File: config.mk
export PLATFORM = sky130hd
export DESIGN_NAME = sched_top
export DESIGN_NICKNAME = d
export VERILOG_FILES = /design/src/sched_pkg.sv /design/src/slot_if.sv /design/src/buffer_state_model.sv /design/src/machine_slot.sv /design/src/sched_top.sv /design/src/task_dispatch.sv
export SDC_FILE = /design/constraint.sdc
export NUM_CORES = 1
export LEC_CHECK = 0
export BUFFER_PORTS_ARGS = -buffer_cell sky130_fd_sc_hd__buf_2
export CAP_MARGIN = 10
export CORE_AREA = 2 2 58 60
export DETAILED_ROUTE_END_ITERATION = 6
export DIE_AREA = 0 0 60 62
export SLEW_MARGIN = 20
export SYNTH_ARGS = -nofsm -noshare
export SYNTH_HDL_FRONTEND = slang
export SYNTH_SLANG_ARGS = --single-unit
File: constraint.sdc
create_clock -name clk -period 1.81 [get_ports clk]
set_input_delay 0.181 -clock clk [delete_from_list [all_inputs] [get_ports clk]]
set_output_delay 0.181 -clock clk [all_outputs]
set_load 0.02 [all_outputs]
File: src/sched_pkg.sv
// Shared definitions for the two-machine task dispatch controller
// Task codes held by a machine slot
// Machine count, default job lengths and tick counter width

`default_nettype none

package sched_pkg;

  // ==========================================================================
  // Machine occupant codes
  // ==========================================================================

  // Idle means the machine can take a new task
  typedef enum logic [1:0] {
    TASK_IDLE = 2'd0,
    TASK_A    = 2'd1,
    TASK_B    = 2'd2
  } task_e;

  // ==========================================================================
  // Sizing and timing defaults
  // ==========================================================================

  // Machines served by the dispatcher
  localparam int NUM_MACHINES = 2;

  // Job length in ticks when the machine's mode bit is 1
  localparam int DEF_SHORT_TICKS = 2;

  // Job length in ticks when the machine's mode bit is 0
  localparam int DEF_LONG_TICKS = 3;

  // Tick counter width, covers lengths up to 8
  localparam int CNT_W = 3;

endpackage

`default_nettype wire

File: src/slot_if.sv
// Link between the dispatcher and one machine slot
// Load and advance commands one way, occupancy status the other way

`timescale 1ns/1ps
`default_nettype none

interface slot_if;
  import sched_pkg::*;

  // Commands, each a single-cycle pulse taken at the next rising edge
  logic  load;
  task_e load_task;
  logic  advance;

  // Slot status
  logic  busy;
  // Current occupant of the machine
  task_e cur_task;

  // Dispatcher side
  modport dispatch (
    output load, load_task, advance,
    input  busy, cur_task
  );

  // Machine side
  modport slot (
    input  load, load_task, advance,
    output busy, cur_task
  );

endinterface

`default_nettype wire

File: src/buffer_state_model.sv
// Buffer-state model choosing the job length of each machine
// Input registers for the read requests, not-empty and dequeue
// Read-request arbiter automaton G7 and dequeue-pending automaton G12
// One mode bit per machine, 1 selects the short job length

`timescale 1ns/1ps
`default_nettype none

module buffer_state_model (
  input  wire       clk,
  input  wire       i_rst_n,
  input  wire       i_btor_req0,
  input  wire       i_btor_req1,
  input  wire       i_nempty,
  input  wire       i_deq,
  output logic [1:0] o_short_mode
);

  // Registered copies of the buffer-control inputs
  logic r_req0;
  logic r_req1;
  logic r_nempty;
  logic r_deq;

  // G7 state, bit 1 is kept inverted
  logic g7_s0;
  logic g7_ns1;

  // G12 state, set while a dequeue is pending
  logic g12;

  // ==========================================================================
  // Input registers
  // ==========================================================================

  always_ff @(posedge clk or negedge i_rst_n) begin
    if (!i_rst_n) begin
      r_req0   <= 1'b0;
      r_req1   <= 1'b0;
      r_nempty <= 1'b0;
      r_deq    <= 1'b0;
    end else begin
      r_req0   <= i_btor_req0;
      r_req1   <= i_btor_req1;
      r_nempty <= i_nempty;
      r_deq    <= i_deq;
    end
  end

  // ==========================================================================
  // Automata, stepped from the registered inputs
  // ==========================================================================

  always_ff @(posedge clk or negedge i_rst_n) begin
    if (!i_rst_n) begin
      g7_s0  <= 1'b0;
      g7_ns1 <= 1'b0;
      g12    <= 1'b0;
    end else begin
      // G7, first matching rule wins, otherwise hold
      if (g7_ns1 && !r_req0 && r_req1) begin
        g7_ns1 <= 1'b0;
        g7_s0  <= 1'b0;
      end else if (!g7_ns1 && r_req0 && !r_req1) begin
        g7_ns1 <= 1'b1;
        g7_s0  <= 1'b0;
      end else if (g7_ns1 && !r_req0 && !r_req1) begin
        g7_ns1 <= 1'b1;
        g7_s0  <= 1'b1;
      end else if (!g7_ns1 && !r_req0 && !r_req1) begin
        g7_ns1 <= 1'b0;
        g7_s0  <= 1'b1;
      end

      // G12 sets on data waiting without a dequeue, clears on dequeue
      if (!g12 && r_nempty && !r_deq) begin
        g12 <= 1'b1;
      end else if (g12 && r_deq) begin
        g12 <= 1'b0;
      end
    end
  end

  // Machine 0 from G7 bit 0, machine 1 from inverted G7 bit 1 or G12
  assign o_short_mode = {g7_ns1 | g12, g7_s0};

endmodule

`default_nettype wire

File: src/machine_slot.sv
// One machine slot of the dispatch controller
// Occupant task code and tick counter
// Job length picked per tick from the short-mode bit

`timescale 1ns/1ps
`default_nettype none

module machine_slot #(
  parameter int SHORT_TICKS = sched_pkg::DEF_SHORT_TICKS,
  parameter int LONG_TICKS  = sched_pkg::DEF_LONG_TICKS
) (
  input  wire     clk,
  input  wire     i_rst_n,
  input  wire     i_short_mode,
  slot_if.slot    slot
);
  import sched_pkg::*;

  // Last counter value of a job, one less than its length
  localparam logic [CNT_W-1:0] SHORT_LAST = CNT_W'(SHORT_TICKS - 1);
  localparam logic [CNT_W-1:0] LONG_LAST  = CNT_W'(LONG_TICKS - 1);

  task_e             occ_q;
  logic [CNT_W-1:0]  cnt_q;
  logic [CNT_W-1:0]  last_cnt;
  logic              busy;

  assign busy = (occ_q != TASK_IDLE);

  // Length follows the mode bit of the cycle in which the tick arrives
  assign last_cnt = i_short_mode ? SHORT_LAST : LONG_LAST;

  // ==========================================================================
  // Occupancy and tick counting
  // ==========================================================================

  always_ff @(posedge clk or negedge i_rst_n) begin
    if (!i_rst_n) begin
      occ_q <= TASK_IDLE;
      cnt_q <= '0;
    end else if (slot.load) begin
      // New job starts at count 0
      occ_q <= slot.load_task;
      cnt_q <= '0;
    end else if (slot.advance && busy) begin
      if (cnt_q < last_cnt) begin
        cnt_q <= cnt_q + 1'b1;
      end else begin
        // Final tick of the job, machine frees itself
        occ_q <= TASK_IDLE;
        cnt_q <= '0;
      end
    end
  end

  // Status back to the dispatcher
  assign slot.busy     = busy;
  assign slot.cur_task = occ_q;

endmodule

`default_nettype wire

File: src/sched_top.sv
// Top level of the two-machine task dispatch controller
// Dispatcher, buffer-state model and two machine slots
// Job lengths set here and passed to both slots

`timescale 1ns/1ps
`default_nettype none

module sched_top #(
  parameter int SHORT_TICKS = sched_pkg::DEF_SHORT_TICKS,
  parameter int LONG_TICKS  = sched_pkg::DEF_LONG_TICKS
) (
  input  wire                                clk,
  input  wire                                i_rst_n,
  input  wire                                i_start_a,
  input  wire                                i_start_b,
  input  wire                                i_tick,
  input  wire                                i_sched0,
  input  wire                                i_sched1,
  input  wire                                i_btor_req0,
  input  wire                                i_btor_req1,
  input  wire                                i_nempty,
  input  wire                                i_deq,
  output logic                               o_acc_start_a,
  output logic                               o_acc_start_b,
  output logic                               o_acc_tick,
  output logic                               o_error,
  output logic [sched_pkg::NUM_MACHINES-1:0] o_machine_busy,
  output sched_pkg::task_e                   o_machine0_task,
  output sched_pkg::task_e                   o_machine1_task
);
  import sched_pkg::*;

  // Per-machine short-mode bits from the buffer model
  logic [NUM_MACHINES-1:0] short_mode;

  // Dispatcher to slot links
  slot_if slot0 ();
  slot_if slot1 ();

  task_dispatch u_dispatch (
    .clk           (clk),
    .i_rst_n       (i_rst_n),
    .i_start_a     (i_start_a),
    .i_start_b     (i_start_b),
    .i_tick        (i_tick),
    .i_sched0      (i_sched0),
    .i_sched1      (i_sched1),
    .slot0         (slot0.dispatch),
    .slot1         (slot1.dispatch),
    .o_acc_start_a (o_acc_start_a),
    .o_acc_start_b (o_acc_start_b),
    .o_acc_tick    (o_acc_tick),
    .o_error       (o_error)
  );

  buffer_state_model u_buffer_model (
    .clk          (clk),
    .i_rst_n      (i_rst_n),
    .i_btor_req0  (i_btor_req0),
    .i_btor_req1  (i_btor_req1),
    .i_nempty     (i_nempty),
    .i_deq        (i_deq),
    .o_short_mode (short_mode)
  );

  // Machine 0
  machine_slot #(
    .SHORT_TICKS (SHORT_TICKS),
    .LONG_TICKS  (LONG_TICKS)
  ) u_machine0 (
    .clk          (clk),
    .i_rst_n      (i_rst_n),
    .i_short_mode (short_mode[0]),
    .slot         (slot0.slot)
  );

  // Machine 1
  machine_slot #(
    .SHORT_TICKS (SHORT_TICKS),
    .LONG_TICKS  (LONG_TICKS)
  ) u_machine1 (
    .clk          (clk),
    .i_rst_n      (i_rst_n),
    .i_short_mode (short_mode[1]),
    .slot         (slot1.slot)
  );

  // Machine status to the outside
  assign o_machine_busy  = {slot1.busy, slot0.busy};
  assign o_machine0_task = slot0.cur_task;
  assign o_machine1_task = slot1.cur_task;

endmodule

`default_nettype wire

File: src/task_dispatch.sv
// Dispatcher of the two-machine controller
// Armed flag, nothing is taken in the first cycle after reset
// Arrival priority A, then B, then tick
// Slot load and advance commands, sticky error flag

`timescale 1ns/1ps
`default_nettype none

module task_dispatch (
  input  wire       clk,
  input  wire       i_rst_n,
  input  wire       i_start_a,
  input  wire       i_start_b,
  input  wire       i_tick,
  input  wire       i_sched0,
  input  wire       i_sched1,
  slot_if.dispatch  slot0,
  slot_if.dispatch  slot1,
  output logic      o_acc_start_a,
  output logic      o_acc_start_b,
  output logic      o_acc_tick,
  output logic      o_error
);
  import sched_pkg::*;

  logic armed_q;
  logic err_q;

  logic acc_a;
  logic acc_b;
  logic acc_tick;
  logic acc_start;
  logic err_set;

  // ==========================================================================
  // Arrival acceptance
  // ==========================================================================

  // Starts are refused once the error flag is up
  assign acc_a     = armed_q && !err_q && i_start_a;
  assign acc_b     = armed_q && !err_q && !acc_a && i_start_b;
  // Ticks keep running even after an error
  assign acc_tick  = armed_q && !acc_a && !acc_b && i_tick;
  assign acc_start = acc_a || acc_b;

  assign o_acc_start_a = acc_a;
  assign o_acc_start_b = acc_b;
  assign o_acc_tick    = acc_tick;

  // ==========================================================================
  // Slot commands
  // ==========================================================================

  // Machine 0 wins when both selects are high
  assign slot0.load = acc_start && i_sched0;
  assign slot1.load = acc_start && !i_sched0 && i_sched1;

  // Same task code offered to both, only the loaded slot takes it
  assign slot0.load_task = acc_a ? TASK_A : TASK_B;
  assign slot1.load_task = acc_a ? TASK_A : TASK_B;

  // A tick is never accepted together with a start
  assign slot0.advance = acc_tick;
  assign slot1.advance = acc_tick;

  // ==========================================================================
  // Error detection
  // ==========================================================================

  // Busy machine selected, or a start with nowhere to go
  assign err_set = armed_q &&
                   ((i_sched0 && slot0.busy) ||
                    (i_sched1 && slot1.busy) ||
                    (acc_start && !i_sched0 && !i_sched1));

  always_ff @(posedge clk or negedge i_rst_n) begin
    if (!i_rst_n) begin
      armed_q <= 1'b0;
      err_q   <= 1'b0;
    end else begin
      armed_q <= 1'b1;
      // Sticky until the next reset
      if (err_set) begin
        err_q <= 1'b1;
      end
    end
  end

  assign o_error = err_q;

endmodule

`default_nettype wire

* Yosys cells after proc, flatten, opt, wreduce, memory -nomap -nowiden *
Cells that the tools add are included.
W data, S select, Z words.

cells by class
  order comparisons = 2
  add/subtract/negate cells = 2
  bitwise operators = 1
  muxes and demuxes = 25
  reductions and logical operators = 47
  equality and inequality tests = 2

operators with widths
  kind                   number
  $logic_and A1 B1 Y1    26
  $mux W2                9
  $mux W3                6
  $logic_not A1 Y1       10
  $mux W1                10
  $reduce_bool A2 Y1     5
  $add A3 B1 Y3 const B  2
  $lt A3 B3 Y1           2
  $ne A2 B2 Y1 const B   2
  $reduce_and A2 Y1      2
  $reduce_bool A4 Y1     1
  $logic_or A1 B1 Y1     3
  $or A1 B1 Y1           1

word-level totals
  register bits = 19
  logic and storage cells = 92

* Logic depth before layout (Yosys ltp) *
  depth in word-level cells = 12
  gate-level depth with buffers = 5

* Hierarchy *
Synthesis repeated with hierarchy kept, for this count alone.

second synthesis, totals
  cells, all modules = 91
  area total of the unflattened synthesis = 989.7 µm²

modules (own cells, without submodules)
  module              area each (µm²)  cells each  times used
  machine_slot        275.3            27          2
  buffer_state_model  231.5            16          1
  task_dispatch       192.7            19          1
  sched_top           15.0             2           1

* Worst setup path after synthesis *
OpenSTA, ideal clock, no wires.

  kind = register -> register
  from = register u_buffer_model.g7_ns1
  to = register u_machine1.occ_q[0], in the netlist u_machine1.slot.cur_task[0]
  arrival time = 1.517 ns
  path buffers = 0
  setup slack = 0.192 ns
  stages on the path, launching flop included = 6
  period minus slack after synthesis = 1.618 ns
  setup time = 0.101 ns
  cell sequence = dfrtp_1 > or2_2 > ha_1 > a211oi_1 > nor2_1 > o32ai_1

between the ends
  longest elaborated chain between the ends = 5

ends and longest elaborated chain
  item                         line                      text
  from (decl)                  buffer_state_model.sv:27  logic g7_ns1;
  from (signal assigned)       buffer_state_model.sv:57  g7_ns1 <= 1'b0;
  from (signal assigned)       buffer_state_model.sv:62  g7_ns1 <= 1'b0;
  from (signal assigned)       buffer_state_model.sv:65  g7_ns1 <= 1'b1;
  $or A1 B1 Y1                 buffer_state_model.sv:85  assign o_short_mode = {g7_ns1 | g12, g7_s0};
  $mux W2                      machine_slot.sv:31        assign last_cnt = i_short_mode ? SHORT_LAST : LONG_LAST;
  $lt A3 B3 Y1                 machine_slot.sv:46        if (cnt_q < last_cnt) begin
  $ne A2 B2 Y1 (no line)       --
  $reduce_and A2 Y1 (no line)  --
  to (signal assigned)         machine_slot.sv:43        occ_q <= slot.load_task;
  to (decl)                    machine_slot.sv:23        task_e occ_q;

No other way between the ends.
A chain may end at the register's enable or synchronous reset.

* Worst setup path in the final report *
  from = register u_dispatch.err_q, in the netlist u_dispatch.o_error
  to = output port o_acc_tick

between the ends
  longest elaborated chain between the ends = 9
  elaborated cells between the ends (all ways) = 10
  classes of those cells = reduce/logical: 10

ends and longest elaborated chain
  item                                   line                                      text
  from (decl)                            task_dispatch.sv:27                       logic err_q;
  from (signal assigned)                 task_dispatch.sv:79                       err_q <= 1'b0;
  from (signal assigned)                 task_dispatch.sv:84                       err_q <= 1'b1;
  $logic_not A1 Y1 (*)                   task_dispatch.sv:40, task_dispatch.sv:41
  $logic_and A1 B1 Y1 (*)                task_dispatch.sv:40, task_dispatch.sv:41
  $logic_and A1 B1 Y1                    task_dispatch.sv:40                       assign acc_a = armed_q && !err_q && i_start_a;
  $logic_not A1 Y1                       task_dispatch.sv:41, task_dispatch.sv:43
  $logic_and A1 B1 Y1 (2 in series)      task_dispatch.sv:41                       assign acc_b = armed_q && !err_q && !acc_a && i_start_b;
  $logic_not A1 Y1                       task_dispatch.sv:43                       assign acc_tick = armed_q && !acc_a && !acc_b && i_tick;
  $logic_and A1 B1 Y1 (*) (2 in series)  task_dispatch.sv:43
  to (decl)                              sched_top.sv:25                           output logic o_acc_tick,

Every way passes the cells marked *; elsewhere a longest branch is shown, timed or not.

==> flow_summary.html <==
<table>
<tr><th>Metric</th><th>Value</th></tr>
<tr><th colspan="2">Run status</th></tr>
<tr><td>Run status</td><td>completed</td></tr>
<tr><th colspan="2">Synth</th></tr>
<tr><td>Portion of synthesized cell area occupied by the leading cell type</td><td>52.49%</td></tr>
<tr><td>Synthesized cell area</td><td>905.9 sq um</td></tr>
<tr><td>Post-synthesis register bit count</td><td>19</td></tr>
<tr><td>Top-count cell post-synth</td><td>dfrtp_1</td></tr>
<tr><td>Top FF cell, synth</td><td>dfrtp_1</td></tr>
<tr><td>Number of synthesized flops with an enable pin</td><td>0</td></tr>
<tr><td>Synthesized instance count</td><td>83</td></tr>
<tr><td>Netlist cell types</td><td>32</td></tr>
<tr><td>Biggest area contributors in the synthesized netlist</td><td>dfrtp_1 (52%), ha_1 (5.5%), nor2_1 (3.7%), a32o_1 (3.3%), o21ai_0 (3.3%)</td></tr>
<tr><td>Portion of the post-synthesis area used by sequential elements</td><td>52.49%</td></tr>
<tr><td>Post-Synthesis Net Count</td><td>98</td></tr>
<tr><td>Mean cell area of the mapped netlist</td><td>10.91 sq um</td></tr>
<tr><td>Number of warning messages in the yosys log</td><td>0</td></tr>
<tr><td>Fraction of synthesis flops using an asynchronous set or reset pin</td><td>100.0%</td></tr>
<tr><td>Most instantiated cells after synthesis</td><td>dfrtp_1 (19), nor2_1 (9), o21ai_0 (6)</td></tr>
<tr><td>Dominant cell type by area after synthesis</td><td>dfrtp_1</td></tr>
<tr><th colspan="2">Timing</th></tr>
<tr><td>Setup TNS</td><td>0 ns</td></tr>
<tr><td>Worst-case clock skew</td><td>0.003567 ns</td></tr>
<tr><td>Minimum clock period</td><td>1.667 ns</td></tr>
<tr><td>Number of pins exceeding their max-slew limit in the final report</td><td>0</td></tr>
<tr><td>Unrepaired setup endpoints after global routing</td><td>no</td></tr>
<tr><td>Final setup viols</td><td>0</td></tr>
<tr><td>Worst-Margin Slew</td><td>0.5238 ns</td></tr>
<tr><td>Share of the clock period used by the worst path after layout</td><td>92.09%</td></tr>
<tr><td>Worst setup slack after layout</td><td>0.1431 ns</td></tr>
<tr><td>Number of hold violations in the final report</td><td>0</td></tr>
<tr><td>Slew Limit Headroom</td><td>64.87%</td></tr>
<tr><td>Highest achievable clock rate</td><td>599.9 MHz</td></tr>
<tr><th colspan="2">Critical path</th></tr>
<tr><td>Worst stage delay on the critical path</td><td>0.41 ns</td></tr>
<tr><td>Worst-path maximum fanout</td><td>7</td></tr>
<tr><td>Crit Path Category</td><td>reg -&gt; out</td></tr>
<tr><td>Arrival time worst endpoint</td><td>1.49 ns</td></tr>
<tr><td>Cells along the critical path</td><td>o21ba_2, nand3b_1, inv_1, buf_2</td></tr>
<tr><td>Number of cells on the worst reg-to-reg path</td><td>6</td></tr>
<tr><td>CP startpoint kind</td><td>register</td></tr>
<tr><td>Required time of the critical path</td><td>1.63 ns</td></tr>
<tr><td>Crit end category</td><td>output port</td></tr>
<tr><td>CP max stage cell</td><td>dfrtp_1</td></tr>
<tr><th colspan="2">Global routing</th></tr>
<tr><td>GR Util met1</td><td>12.24%</td></tr>
<tr><td>Remaining global-route overflow</td><td>0</td></tr>
<tr><td>Met3 track utilization from global routing</td><td>4.348%</td></tr>
<tr><td>Met2 capacity usage during global routing</td><td>18.63%</td></tr>
<tr><td>Antenna violations before repair</td><td>0</td></tr>
<tr><td>GRT busiest layer</td><td>met2</td></tr>
<tr><td>Vias in the first global route</td><td>689</td></tr>
<tr><td>GRT Overall Usage</td><td>10.71%</td></tr>
<tr><td>Pin count of the biggest net entering global routing</td><td>20</td></tr>
<tr><td>Global-route wire length before repair</td><td>2.946 mm</td></tr>
<tr><th colspan="2">Placement</th></tr>
<tr><td>Number of cells after detailed placement</td><td>148</td></tr>
<tr><td>HPWL after detailed placement</td><td>1.358 mm</td></tr>
<tr><td>Number of I/O port buffers</td><td>20</td></tr>
<tr><td>RD Place Congestion</td><td>0.7873</td></tr>
<tr><td>Placement-stage worst setup slack</td><td>0.1450 ns</td></tr>
<tr><th colspan="2">Die</th></tr>
<tr><td>Initial Util</td><td>28.49%</td></tr>
<tr><td>Core box area</td><td>3179 sq um</td></tr>
<tr><td>Row count</td><td>21</td></tr>
<tr><td>Die area</td><td>3720 sq um</td></tr>
<tr><td>Die Ht</td><td>62 microns</td></tr>
<tr><td>X dimension of the die</td><td>60 microns</td></tr>
<tr><td>Number of top-level pins</td><td>21</td></tr>
<tr><th colspan="2">Clock tree</th></tr>
<tr><td>Clock tree from TritonCTS</td><td>done</td></tr>
<tr><td>Count of buffers added by post-CTS timing repair for setup</td><td>0</td></tr>
<tr><td>CTS Buffer Depth</td><td>2</td></tr>
<tr><td>Clock sink count</td><td>19</td></tr>
<tr><td>CTS root buf</td><td>clkbuf_4</td></tr>
<tr><td>Deepest level of the CTS H-tree</td><td>1</td></tr>
<tr><td>Clock latency of the later-clocked register in the worst-skew pair</td><td>0.30 ns</td></tr>
<tr><td>CTS clock-pin slew for the worst setup and hold paths</td><td>0.10 ns</td></tr>
<tr><td>TritonCTS Buffers</td><td>3</td></tr>
<tr><td>PostCTS Resize Cnt</td><td>0</td></tr>
<tr><th colspan="2">Pwr</th></tr>
<tr><td>Static leakage</td><td>0.0005531 uW</td></tr>
<tr><td>Max rail drop VDD</td><td>332.8 uV</td></tr>
<tr><td>Pwr/cell area</td><td>949.2 nW/um^2</td></tr>
<tr><th colspan="2">Layout</th></tr>
<tr><td>Post-Layout Cell Count</td><td>157</td></tr>
<tr><td>Final Util</td><td>35.73%</td></tr>
<tr><td>Fin nets</td><td>127</td></tr>
<tr><td>Antenna cell count</td><td>0</td></tr>
<tr><td>Synthesis-to-layout area growth</td><td>25.41%</td></tr>
<tr><td>Share of post-route cells with drive strength above 1</td><td>28.83%</td></tr>
<tr><th colspan="2">Route</th></tr>
<tr><td>Per-cell via count in the routed design</td><td>4.465</td></tr>
<tr><td>Via total after detailed routing</td><td>701</td></tr>
<tr><td>Routed length per instance</td><td>11.03 microns</td></tr>
<tr><td>Number of violations reported at the end of detailed-routing iteration 0</td><td>43</td></tr>
<tr><td>Final routed wirelength across all metal layers</td><td>1.732 mm</td></tr>
<tr><td>Number of remaining DRC errors</td><td>0</td></tr>
<tr><td>Final antenna-violating net count</td><td>0</td></tr>
<tr><td>First-pass iteration count of the detailed router</td><td>4</td></tr>
<tr><th colspan="2">Min path</th></tr>
<tr><td>Hold path cells</td><td>2</td></tr>
<tr><td>Worst min-delay path category</td><td>in -&gt; reg</td></tr>
<tr><th colspan="2">Job</th></tr>
<tr><td>Max-cap violations</td><td>0</td></tr>
</table>
==> state kept, by name, summed over array words and instances, names as in the netlist <==
name,cells
u_dispatch.armed_q,1
u_machine1.cnt_q,3
u_buffer_model.g7_ns1,1
u_buffer_model.g12,1
u_buffer_model.r_deq,1
u_machine0.cnt_q,3
u_buffer_model.r_nempty,1
u_buffer_model.r_req0,1
u_machine1.slot.cur_task,2
u_dispatch.o_error,1
u_buffer_model.g7_s0,1
u_buffer_model.r_req1,1
u_machine0.slot.cur_task,2
==> per-layer routing <==
layer  wire [microns]  part of all wire (%)  vias up
met5                0                     0        -
met4               19                   1.1        0
met3              106                   6.1        5
met2              803                    46       22
met1              803                    46      321
li1                 -                     -      353
==> cell families (layout without fill, tap and decap cells) <==
group / Yosys count / in the layout / synth area share, %
AO/OA/AOI/OAI: 23 / 23 / 19.06
flip-flops: 19 / 19 / 52.49
multiplexers: 1 / 1 / 1.105
other: 1 / 1 / 0.4140
buffers and inverters: 6 / 34 / 3.314
AND/OR/NAND/NOR: 28 / 28 / 16.99
adder cells (fa/ha/maj): 5 / 5 / 6.630
==> final timing paths <==
check                                         endpoint                  start  slack, ns
min reg2reg                         u_buffer_model.g12   u_buffer_model.r_deq       0.40
min                        u_machine0.slot.cur_task[0]               i_sched0       0.18
max                                         o_acc_tick     u_dispatch.o_error       0.14
max in group asynchronous  u_machine1.slot.cur_task[0]                i_rst_n       1.18
min in group asynchronous          u_machine1.cnt_q[0]                i_rst_n       0.34
max reg2reg                u_machine1.slot.cur_task[0]  u_buffer_model.g7_ns1       0.15
==> report_power, final <==
part,total [uW],switching [uW],internal (uW)
combinational,311,158,153
sequential,553,60.4,493
clock,214,130,84.1
total,1080,349,730
==> placed cells by master (no fill, tap or decap) <==
master and instances:
conb_1 1, nor3b_1 1, buf_2 20, o21ba_2 1
a32o_1 3, nand2b_4 1, a211oi_1 2, dfrtp_1 19
clkbuf_4 3, nand2_1 5, and2_1 1, a22o_1 1
or2_2 2, a21o_2 1, ha_1 4, o211ai_1 1
o21ai_0 6, a221o_1 1, o21a_4 1, nand2b_1 1
a21oi_1 3, nand3b_1 2, nand3_1 2, o22ai_1 1
nor2_1 9, mux2i_1 1, nor3_1 2, buf_4 1
dlygate4sd3_1 5, or2_1 1, o21bai_1 1, maj3_1 1
or4b_4 1, clkinvlp_4 1, o32ai_1 1, inv_1 4
==> metrics by stage <==
stage | power, uW | hold WS [ns] | instance area [sq um]
floorplan | 755.8 | -0.1146 | 905.9
global placement | 841.1 | 0.1352 | 1056
detailed placement | 866.2 | 0.1504 | 1056
CTS | 1099 | 0.1645 | 1136
global route | 1177 | 0.1647 | 1136
finish | 1078 | 0.1752 | 1136
==> critical path, delay by kind of cell, from the launching register on <==
family                 cells  cell delay [ns]
AOI/OAI and AO/OA          1             0.30
DFF                        1             0.41
buffers and inverters      2             0.22
and+or+nand+nor            1             0.27
==> layout make-up <==
class / count / area [sq um]
clock inverters: 1 / 7.507
well taps: 46 / 57.56
fillers: 339 / 2043
repair buffers: 26 / 157.7
inverters: 4 / 15.01
multi-input cells: 58 / 400.4
flip-flops and latches: 19 / 475.5
clock buffers: 3 / 22.52
==> what timing repair did <==
item | CTS | global route
hold buffers | 5 | 0
endpoints found under the setup margin | 0 | 0
hold endpoints to repair | 23 | 0
No activity file was read; power rests on OpenSTA's default activity.
